--- config.mk ---
export PLATFORM = sky130hd
export DESIGN_NAME = memStage
export DESIGN_NICKNAME = d
export VERILOG_FILES = /design/src/rtl/memPkg.sv /design/src/rtl/addrCheck.sv /design/src/rtl/memAccess.sv /design/src/rtl/slotCommit.sv /design/src/rtl/memStage.sv
export SDC_FILE = /design/constraint.sdc
export NUM_CORES = 1
export LEC_CHECK = 0
export BUFFER_PORTS_ARGS = -buffer_cell sky130_fd_sc_hd__buf_2
export CORE_AREA = 2 2 213 215
export CTS_CLUSTER_DIAMETER = 30
export CTS_CLUSTER_SIZE = 8
export DETAILED_ROUTE_END_ITERATION = 7
export DIE_AREA = 0 0 215 217
export PLACE_DENSITY = 0.64
export SLEW_MARGIN = 5
export SYNTH_ARGS = -nofsm -noshare
export SYNTH_HDL_FRONTEND = slang
export SYNTH_HIERARCHICAL = 1
export SYNTH_SLANG_ARGS = --single-unit
--- constraint.sdc ---
create_clock -name clk -period 11 [get_ports clk]
set_input_delay 0 -clock clk [delete_from_list [all_inputs] [get_ports clk]]
set_output_delay 0 -clock clk [all_outputs]
set_load 0.05 [all_outputs]
--- src/rtl/memPkg.sv ---
`default_nettype none

package memPkg;

    ////////////////////////////////////////////////////////////////////////////
    // Widths
    ////////////////////////////////////////////////////////////////////////////

    localparam int WORD_W = 32;
    localparam int STRB_W = WORD_W / 8;

    typedef logic [WORD_W-1:0] word_t;    // Data or address word
    typedef logic [STRB_W-1:0] strobe_t;  // One enable per byte lane
    typedef logic [1:0]        msize_t;
    typedef logic [4:0]        excCode_t;
    typedef logic [4:0]        regIdx_t;

    ////////////////////////////////////////////////////////////////////////////
    // Codes
    ////////////////////////////////////////////////////////////////////////////

    localparam msize_t MSIZE1 = 2'd0;     // Byte
    localparam msize_t MSIZE2 = 2'd1;     // Half
    localparam msize_t MSIZE4 = 2'd2;     // Word

    localparam excCode_t EXC_NONE = 5'd0;
    localparam excCode_t EXC_ADEL = 5'd4; // Address error on load
    localparam excCode_t EXC_ADES = 5'd5; // Address error on store

    // kseg0 and kseg1 share address bits 31..30
    localparam logic [1:0] KSEG_TOP = 2'b10;

    ////////////////////////////////////////////////////////////////////////////
    // Slot and bus structs
    ////////////////////////////////////////////////////////////////////////////

    typedef struct packed {
        logic   memToReg;                 // Load
        logic   memWrite;                 // Store
        logic   signedLoad;
        logic   regWrite;
        msize_t msize;
    } memCtl_t;

    typedef struct packed {
        logic     valid;
        word_t    pc;
        regIdx_t  rdst;
        memCtl_t  ctl;
        word_t    aluOut;                 // Virtual address for loads and stores
        word_t    srcb;                   // Store source
        excCode_t excIn;                  // Cause raised by an earlier stage
    } slot_t;

    typedef struct packed {
        word_t   addr;                    // Physical byte address
        word_t   data;
        strobe_t strobe;
        msize_t  size;
        logic    write;
        logic    uncached;
    } busReq_t;

    typedef struct packed {
        busReq_t  busReq;
        logic     misaligned;
        excCode_t excCode;
    } laneInfo_t;

    typedef struct packed {
        logic     valid;
        word_t    pc;
        regIdx_t  rdst;
        logic     regWrite;
        word_t    result;
        excCode_t excCode;
        word_t    badVAddr;
    } slotOut_t;

    typedef enum logic [2:0] {
        IDLE,
        LANE1,
        LANE0,
        DONE,
        RELEASE
    } accState_e;

endpackage

`default_nettype wire

--- src/rtl/addrCheck.sv ---
`timescale 1ns/10ps
`default_nettype none

module addrCheck (
    input  wire memPkg::slot_t     slot,
    output memPkg::laneInfo_t      info
);

    memPkg::word_t    vaddr;
    memPkg::word_t    paddr;
    memPkg::word_t    wdata;
    memPkg::strobe_t  strobe;
    memPkg::excCode_t excCode;
    logic             isLoad;
    logic             isStore;
    logic             misaligned;
    logic             uncached;

    assign vaddr   = slot.aluOut;
    assign isLoad  = slot.ctl.memToReg;
    assign isStore = slot.ctl.memWrite;

    always_comb begin
        case (slot.ctl.msize)
            memPkg::MSIZE2: misaligned = vaddr[0];
            memPkg::MSIZE4: misaligned = vaddr[1:0] != 2'b00;
            default:        misaligned = 1'b0;
        endcase
        if (!(isLoad || isStore)) begin
            misaligned = 1'b0;            // Only memory ops can fault here
        end
    end

    always_comb begin
        if (slot.excIn != memPkg::EXC_NONE) begin
            excCode = slot.excIn;         // Earlier cause wins
        end else if (misaligned) begin
            excCode = isStore ? memPkg::EXC_ADES : memPkg::EXC_ADEL;
        end else begin
            excCode = memPkg::EXC_NONE;
        end
    end

    // Fixed segment mapping, no TLB
    always_comb begin
        paddr    = vaddr;
        uncached = 1'b0;
        if (vaddr[31:30] == memPkg::KSEG_TOP) begin
            paddr    = {3'b000, vaddr[28:0]};
            uncached = vaddr[29];         // kseg1
        end
    end

    always_comb begin
        case (slot.ctl.msize)
            memPkg::MSIZE1: begin
                wdata  = {4{slot.srcb[7:0]}};
                strobe = 4'b0001 << vaddr[1:0];
            end
            memPkg::MSIZE2: begin
                wdata  = {2{slot.srcb[15:0]}};
                strobe = vaddr[1] ? 4'b1100 : 4'b0011;
            end
            default: begin
                wdata  = slot.srcb;
                strobe = 4'b1111;
            end
        endcase
    end

    always_comb begin
        info                 = '0;
        info.busReq.addr     = paddr;
        info.busReq.data     = wdata;
        info.busReq.strobe   = isStore ? strobe : '0;
        info.busReq.size     = slot.ctl.msize;
        info.busReq.write    = isStore;
        info.busReq.uncached = uncached;
        info.misaligned      = misaligned;
        info.excCode         = excCode;
    end

    assertMisalignExc: assert final (!info.misaligned || info.excCode != memPkg::EXC_NONE)
        else $error("misaligned lane reports no exception");

endmodule

`default_nettype wire

--- src/rtl/memAccess.sv ---
`timescale 1ns/10ps
`default_nettype none

module memAccess (
    input  wire logic                clk,
    input  wire logic                rstN,
    input  wire logic                inReq,
    output logic                     inAck,
    input  wire memPkg::slot_t [1:0] slotsIn,
    output memPkg::slot_t [1:0]      slotsCap,
    input  wire memPkg::laneInfo_t   info1,
    input  wire memPkg::laneInfo_t   info0,
    output logic                     busReq,
    output memPkg::busReq_t          busPkt,
    input  wire logic                busAck,
    input  wire memPkg::word_t       busRData,
    output memPkg::word_t            loadData1,
    output memPkg::word_t            loadData0,
    output logic                     outReq,
    input  wire logic                outAck
);

    memPkg::accState_e state;
    memPkg::accState_e laneNext;
    memPkg::busReq_t   curPkt;
    logic              lane1Exc;
    logic              need1;
    logic              need0;
    logic              laneActive;
    logic              curNeed;
    logic              busDone;       // Current lane got its ack, waiting for it to fall
    logic              capture;
    logic              raise;
    logic              advance;

    function automatic logic needsBus(input memPkg::slot_t s, input memPkg::laneInfo_t li);
        return s.valid && (s.ctl.memToReg || s.ctl.memWrite) && !li.misaligned &&
               s.excIn == memPkg::EXC_NONE;
    endfunction

    ////////////////////////////////////////////////////////////////////////////
    // Lane selection
    ////////////////////////////////////////////////////////////////////////////

    assign lane1Exc = slotsCap[1].valid && info1.excCode != memPkg::EXC_NONE;
    assign need1    = needsBus(slotsCap[1], info1);
    assign need0    = needsBus(slotsCap[0], info0) && !lane1Exc;  // Older lane squashes

    assign laneActive = state == memPkg::LANE1 || state == memPkg::LANE0;
    assign curNeed    = (state == memPkg::LANE1) ? need1 : need0;
    assign curPkt     = (state == memPkg::LANE1) ? info1.busReq : info0.busReq;
    assign laneNext   = (state == memPkg::LANE1) ? memPkg::LANE0 : memPkg::DONE;

    assign capture = state == memPkg::IDLE && inReq && !inAck;
    assign raise   = laneActive && curNeed && !busReq && !busDone;
    assign advance = laneActive && (!curNeed || (busDone && !busAck));

    ////////////////////////////////////////////////////////////////////////////
    // Control
    ////////////////////////////////////////////////////////////////////////////

    always_ff @(posedge clk or negedge rstN) begin
        if (!rstN) begin
            state   <= memPkg::IDLE;
            inAck   <= 1'b0;
            busReq  <= 1'b0;
            busDone <= 1'b0;
            outReq  <= 1'b0;
        end else begin
            if (capture) begin
                inAck <= 1'b1;
            end else if (inAck && !inReq) begin
                inAck <= 1'b0;              // Input release
            end

            if (raise) begin
                busReq <= 1'b1;
            end else if (busReq && busAck) begin
                busReq  <= 1'b0;
                busDone <= 1'b1;
            end else if (advance) begin
                busDone <= 1'b0;
            end

            case (state)
                memPkg::IDLE: begin
                    if (capture) begin
                        state <= memPkg::LANE1;
                    end
                end
                memPkg::LANE1, memPkg::LANE0: begin
                    if (advance) begin
                        state <= laneNext;
                        if (laneNext == memPkg::DONE) begin
                            outReq <= 1'b1;
                        end
                    end
                end
                memPkg::DONE: begin
                    if (outAck) begin
                        outReq <= 1'b0;
                        state  <= memPkg::RELEASE;
                    end
                end
                memPkg::RELEASE: begin
                    if (!outAck) begin
                        state <= memPkg::IDLE;
                    end
                end
                default: state <= memPkg::IDLE;
            endcase
        end
    end

    // Payload
    always_ff @(posedge clk) begin
        if (capture) begin
            slotsCap <= slotsIn;
        end
        if (raise) begin
            busPkt <= curPkt;
        end
        if (busReq && busAck && state == memPkg::LANE1) begin
            loadData1 <= busRData;
        end
        if (busReq && busAck && state == memPkg::LANE0) begin
            loadData0 <= busRData;
        end
    end

    assertPktStable: assert property (@(posedge clk) disable iff (!rstN)
        busReq ##1 busReq |-> $stable(busPkt));

    assertNoBusIdle: assert property (@(posedge clk) disable iff (!rstN)
        state == memPkg::IDLE |-> !busReq);

endmodule

`default_nettype wire

--- src/rtl/slotCommit.sv ---
`timescale 1ns/10ps
`default_nettype none

module slotCommit (
    input  wire memPkg::slot_t [1:0] slotsCap,
    input  wire memPkg::laneInfo_t   info1,
    input  wire memPkg::laneInfo_t   info0,
    input  wire memPkg::word_t       loadData1,
    input  wire memPkg::word_t       loadData0,
    output memPkg::slotOut_t [1:0]   slotsOut,
    output logic                     excM
);

    memPkg::laneInfo_t [1:0] info;
    memPkg::word_t [1:0]     loadData;
    logic [1:0]              hasExc;

    assign info     = {info1, info0};
    assign loadData = {loadData1, loadData0};

    ////////////////////////////////////////////////////////////////////////////
    // Load extraction
    ////////////////////////////////////////////////////////////////////////////

    function automatic memPkg::word_t extractLoad(
        input memPkg::word_t   raw,
        input logic [1:0]      ofs,
        input memPkg::memCtl_t ctl
    );
        logic [7:0]    b;
        logic [15:0]   h;
        memPkg::word_t r;
        b = raw[{ofs, 3'b000} +: 8];
        h = ofs[1] ? raw[31:16] : raw[15:0];
        case (ctl.msize)
            memPkg::MSIZE1: r = {{24{ctl.signedLoad & b[7]}}, b};
            memPkg::MSIZE2: r = {{16{ctl.signedLoad & h[15]}}, h};
            default:        r = raw;
        endcase
        return r;
    endfunction

    ////////////////////////////////////////////////////////////////////////////
    // Commit
    ////////////////////////////////////////////////////////////////////////////

    always_comb begin
        for (int i = 0; i < 2; i++) begin
            hasExc[i] = slotsCap[i].valid && info[i].excCode != memPkg::EXC_NONE;
        end
    end

    always_comb begin
        for (int i = 0; i < 2; i++) begin
            slotsOut[i].valid    = slotsCap[i].valid;
            slotsOut[i].pc       = slotsCap[i].pc;
            slotsOut[i].rdst     = slotsCap[i].rdst;
            slotsOut[i].regWrite = slotsCap[i].valid && slotsCap[i].ctl.regWrite &&
                                   !hasExc[i];
            if (slotsCap[i].ctl.memToReg) begin
                slotsOut[i].result = extractLoad(loadData[i], slotsCap[i].aluOut[1:0],
                                                 slotsCap[i].ctl);
            end else begin
                slotsOut[i].result = slotsCap[i].aluOut;
            end
            slotsOut[i].excCode  = info[i].excCode;
            slotsOut[i].badVAddr = hasExc[i] ? slotsCap[i].aluOut : '0;
        end

        if (hasExc[1]) begin              // Younger lane never commits
            slotsOut[0].valid    = 1'b0;
            slotsOut[0].regWrite = 1'b0;
        end
    end

    assign excM = |hasExc;

endmodule

`default_nettype wire

--- src/rtl/memStage.sv ---
`timescale 1ns/10ps
`default_nettype none

module memStage (
    input  wire logic                clk,
    input  wire logic                rstN,
    input  wire logic                inReq,
    output logic                     inAck,
    input  wire memPkg::slot_t [1:0] slotsIn,
    output logic                     busReq,
    output memPkg::busReq_t          busPkt,
    input  wire logic                busAck,
    input  wire memPkg::word_t       busRData,
    output logic                     outReq,
    input  wire logic                outAck,
    output memPkg::slotOut_t [1:0]   slotsOut,
    output logic                     excM
);

    memPkg::slot_t [1:0] slotsCap;
    memPkg::laneInfo_t   info1;
    memPkg::laneInfo_t   info0;
    memPkg::word_t       loadData1;
    memPkg::word_t       loadData0;

    memAccess uAccess (
        .clk       (clk),
        .rstN      (rstN),
        .inReq     (inReq),
        .inAck     (inAck),
        .slotsIn   (slotsIn),
        .slotsCap  (slotsCap),
        .info1     (info1),
        .info0     (info0),
        .busReq    (busReq),
        .busPkt    (busPkt),
        .busAck    (busAck),
        .busRData  (busRData),
        .loadData1 (loadData1),
        .loadData0 (loadData0),
        .outReq    (outReq),
        .outAck    (outAck)
    );

    addrCheck uCheck1 (.slot(slotsCap[1]), .info(info1));   // Older lane
    addrCheck uCheck0 (.slot(slotsCap[0]), .info(info0));

    slotCommit uCommit (
        .slotsCap  (slotsCap),
        .info1     (info1),
        .info0     (info0),
        .loadData1 (loadData1),
        .loadData0 (loadData0),
        .slotsOut  (slotsOut),
        .excM      (excM)
    );

    // Result pair must hold while downstream has not acknowledged
    assertOutStable: assert property (@(posedge clk) disable iff (!rstN)
        outReq ##1 outReq |-> $stable(slotsOut) && $stable(excM));

endmodule

`default_nettype wire

==> impl_metrics.py <==
metrics = {
    "run_status": {
        "outcome": "finished clean",
    },
    "floorplanning": {
        "die_w_um": 215,
        "pin_count": 555,
        "coreArea_um2": 44700,
        "initial_utilization_pct": 37.9,
        "design.die.area_um2": 46700,
        "die_h_um": 217,
        "rows": 78,
    },
    "clock_tree": {
        "cts_resized": 0,
        "path_clk_slew_ns": 0.04,
        "cts_made_buffers": 86,
        "h-tree-depth": 3,
        "cts_root_buffer": "clkbuf_16",
        "clock_path_buffers": 3,
        "clock_latency_ns": 0.62,
        "clock-sinks": 369,
        "cts.hold.buffers_added": 263,
        "tritoncts": "built",
        "cts_setup_buffers": 0,
    },
    "routing": {
        "dr.pass1.iters": 8,
        "avgViaCountPerCell": 5.09,
        "wl_per_cell_um": 23.5,
        "num_vias": 13023,
        "ant_nets": 0,
        "drc": 0,
        "drt_iter0_drc": 1163,
        "drt-total-wl_um": 60100,
    },
    "timing": {
        "finalSetupViolCount": 0,
        "setup_slack_ns": 6.67,
        "fin_skew_ns": 0.0416,
        "fin_crit_sh_pct": 39.3,
        "tns_ns": 0,
        "fin_crit_ns": 4.33,
        "slew_violations": 0,
        "slew_headroom_pct": 27.1,
        "fmax_mhz": 231,
        "hold_violations": 0,
        "worst_pin_slew_ns": 1.09,
        "rsz0062_at_grt": "no",
    },
    "worst_setup_path": {
        "r2r_slack_ns": 6.67,
        "end_kind": "register",
        "critical_path_depth": 10,
        "path_class": "reg -> reg",
        "critPathMaxStageDelay_ns": 0.71,
        "cp_top_family": "buffers and inverters",
        "crit_slowest_cell": "buf_4",
        "worst-path-max-fanout": 50,
        "worstPathRequired_ns": 11.21,
        "worst-r2r-cell-count": 10,
        "startpoint": "uAccess/slotsCap[182]",
        "setup.worst_path.start_class": "register",
        "critical_path.cell_chain": "ha_1 -> a21oi_1 -> nor3_2 -> a41o_1 -> or4_4 -> o21ai_4 -> a31oi_4 -> nor4_4 -> buf_4 -> buf_4",
        "r2r-end": "uAccess/busPkt[37]",
        "crit_arrival_ns": 4.54,
        "reg2reg_from": "uAccess/slotsCap[182]",
        "crit_end": "uAccess/busPkt[37]",
        "path_buf_inv": 2,
        "cp_common_cell": "buf_4",
    },
    "finish": {
        "design_area_um2": 24600,
        "most-common-layout-cells": "554 x buf_2, 362 x edfxtp_1, 263 x dlygate4sd3_1",
        "final_cells": 2560,
        "fin_util_pct": 55.0,
        "layout_commonest_cell": "buf_2",
        "layout-drive-gt1-share_pct": 42.8,
        "final_nets": 2158,
        "syn2layout_area_growth_pct": 45.2,
    },
    "placement": {
        "gp_congestion": 0.917,
        "place_inst": 2138,
        "place_ws_ns": 6.68,
        "placed_area_um2": 19100,
        "dpl.hpwl_um": 39600,
        "portBuffers": 554,
    },
    "global_route": {
        "grt_max_degree": 75,
        "grt_pass1_wl_um": 86800,
        "first_global_vias": 13869,
        "groute.usage.overall_pct": 25.2,
        "antenna_found_initial": 1,
        "grt-ovfl-total": 0,
    },
    "synthesis": {
        "synthFlopType": "edfxtp_1",
        "syn_inst": 1195,
        "synth_warnings": 6,
        "synthesis.area_um2": 16900,
        "synth-seq-area-share_pct": 65.2,
        "synth_cell_types": 60,
        "synth_seq_cells": 369,
        "postSynthAreaPerCell_um2": 14.2,
        "synthesis.nets": 1464,
        "async_reset_ff_share_pct": 1.90,
        "synth_edf_count": 362,
    },
    "power": {
        "ir_worst_vdd_v": 0.000271,
        "powerDensity_nw_per_um2": 247,
        "p_leak_nw": 9.92,
    },
    "run": {
        "maxCapViolations": 0,
    },
    "min_path": {
        "holdCritPathClass": "in -> reg",
    },
}
logic make-up after synthesis:
family,Yosys count,synth area share (%)
and+or+nand+nor,238,8.11
buffers and inverters,261,9.99
xor gates and xnor gates,1,0.0517
DFF,369,65.2
muxes,110,7.43
AOI/OAI and AO/OA,210,8.77
adders and majority gates,6,0.443
per-layer routing:
metal / GRT usage [%] / vias up / wire length [um]
li1: - / 5706 / -
met1: 28.3 / 6382 / 21800
met2: 45.3 / 781 / 31000
met3: 6.37 / 152 / 4870
met4: 10.9 / 2 / 2360
met5: 0 / - / 13
cell usage after synthesis, types with 8 or more instances:
cell	instances	share of area, %
o21ai_0	44	1.3
nor2_1	21	0.47
nor3_1	8	0.24
a22oi_1	46	2.0
edfxtp_1	362	64
o21a_1	8	0.35
and3b_1	13	0.67
inv_1	28	0.62
a221oi_1	12	0.62
buf_4	177	7.8
o22ai_1	14	0.52
a21oi_1	34	1.0
mux2_2	106	7.0
a22o_1	16	0.83
clkbuf_1	37	0.82
and2_1	69	2.5
buf_2	11	0.32
nor2b_1	23	0.85
nand2_1	62	1.4
nand2b_1	9	0.33
worst min path at each step:
stage / cells after the start / endpoint / start
finish: 2 / uAccess/slotsCap[154] / slotsIn[154]
global route: 2 / uAccess/slotsCap[160] / slotsIn[160]
CTS: 2 / uAccess/slotsCap[102] / slotsIn[102]
detailed placement: 1 / uAccess/inAck / rstN
global placement: 1 / uAccess/inAck / rstN
floorplan: 0 / uAccess/busDone / rstN
where the power goes:
part	internal (mW)	switching (mW)
clock	1.71	0.802
sequential	1.80	0.131
combinational	0.497	1.14
per-stage QoR:
step                total power [mW]  hold WS (ns)
finish                          6.09        0.0935
global route                    6.28        0.0701
CTS                             6.10        0.0533
detailed placement              3.49        -0.141
global placement                3.47        -0.150
floorplan                       3.21        -0.296
cell type report:
class | count | area (um^2)
multi-input combinational | 565 | 4220
timing repair buffer | 839 | 5570
tap | 600 | 751
clock inverter | 57 | 652
sequential | 369 | 11000
inverter | 28 | 105
clock buffer | 101 | 2250
fill | 3639 | 20100
antenna | 1 | 2.50
state kept, by name, summed over array words and instances (netlist names):
| register | flops |
|---|---|
| uAccess/busDone | 1 |
| uAccess/busPkt | 72 |
| uAccess/busReq | 1 |
| uAccess/inAck | 1 |
| uAccess/loadData0 | 32 |
| uAccess/loadData1 | 32 |
| uAccess/outReq | 1 |
| uAccess/slotsCap | 226 |
| uAccess/state | 3 |
Note: power is estimated with default switching activity, not from simulation.
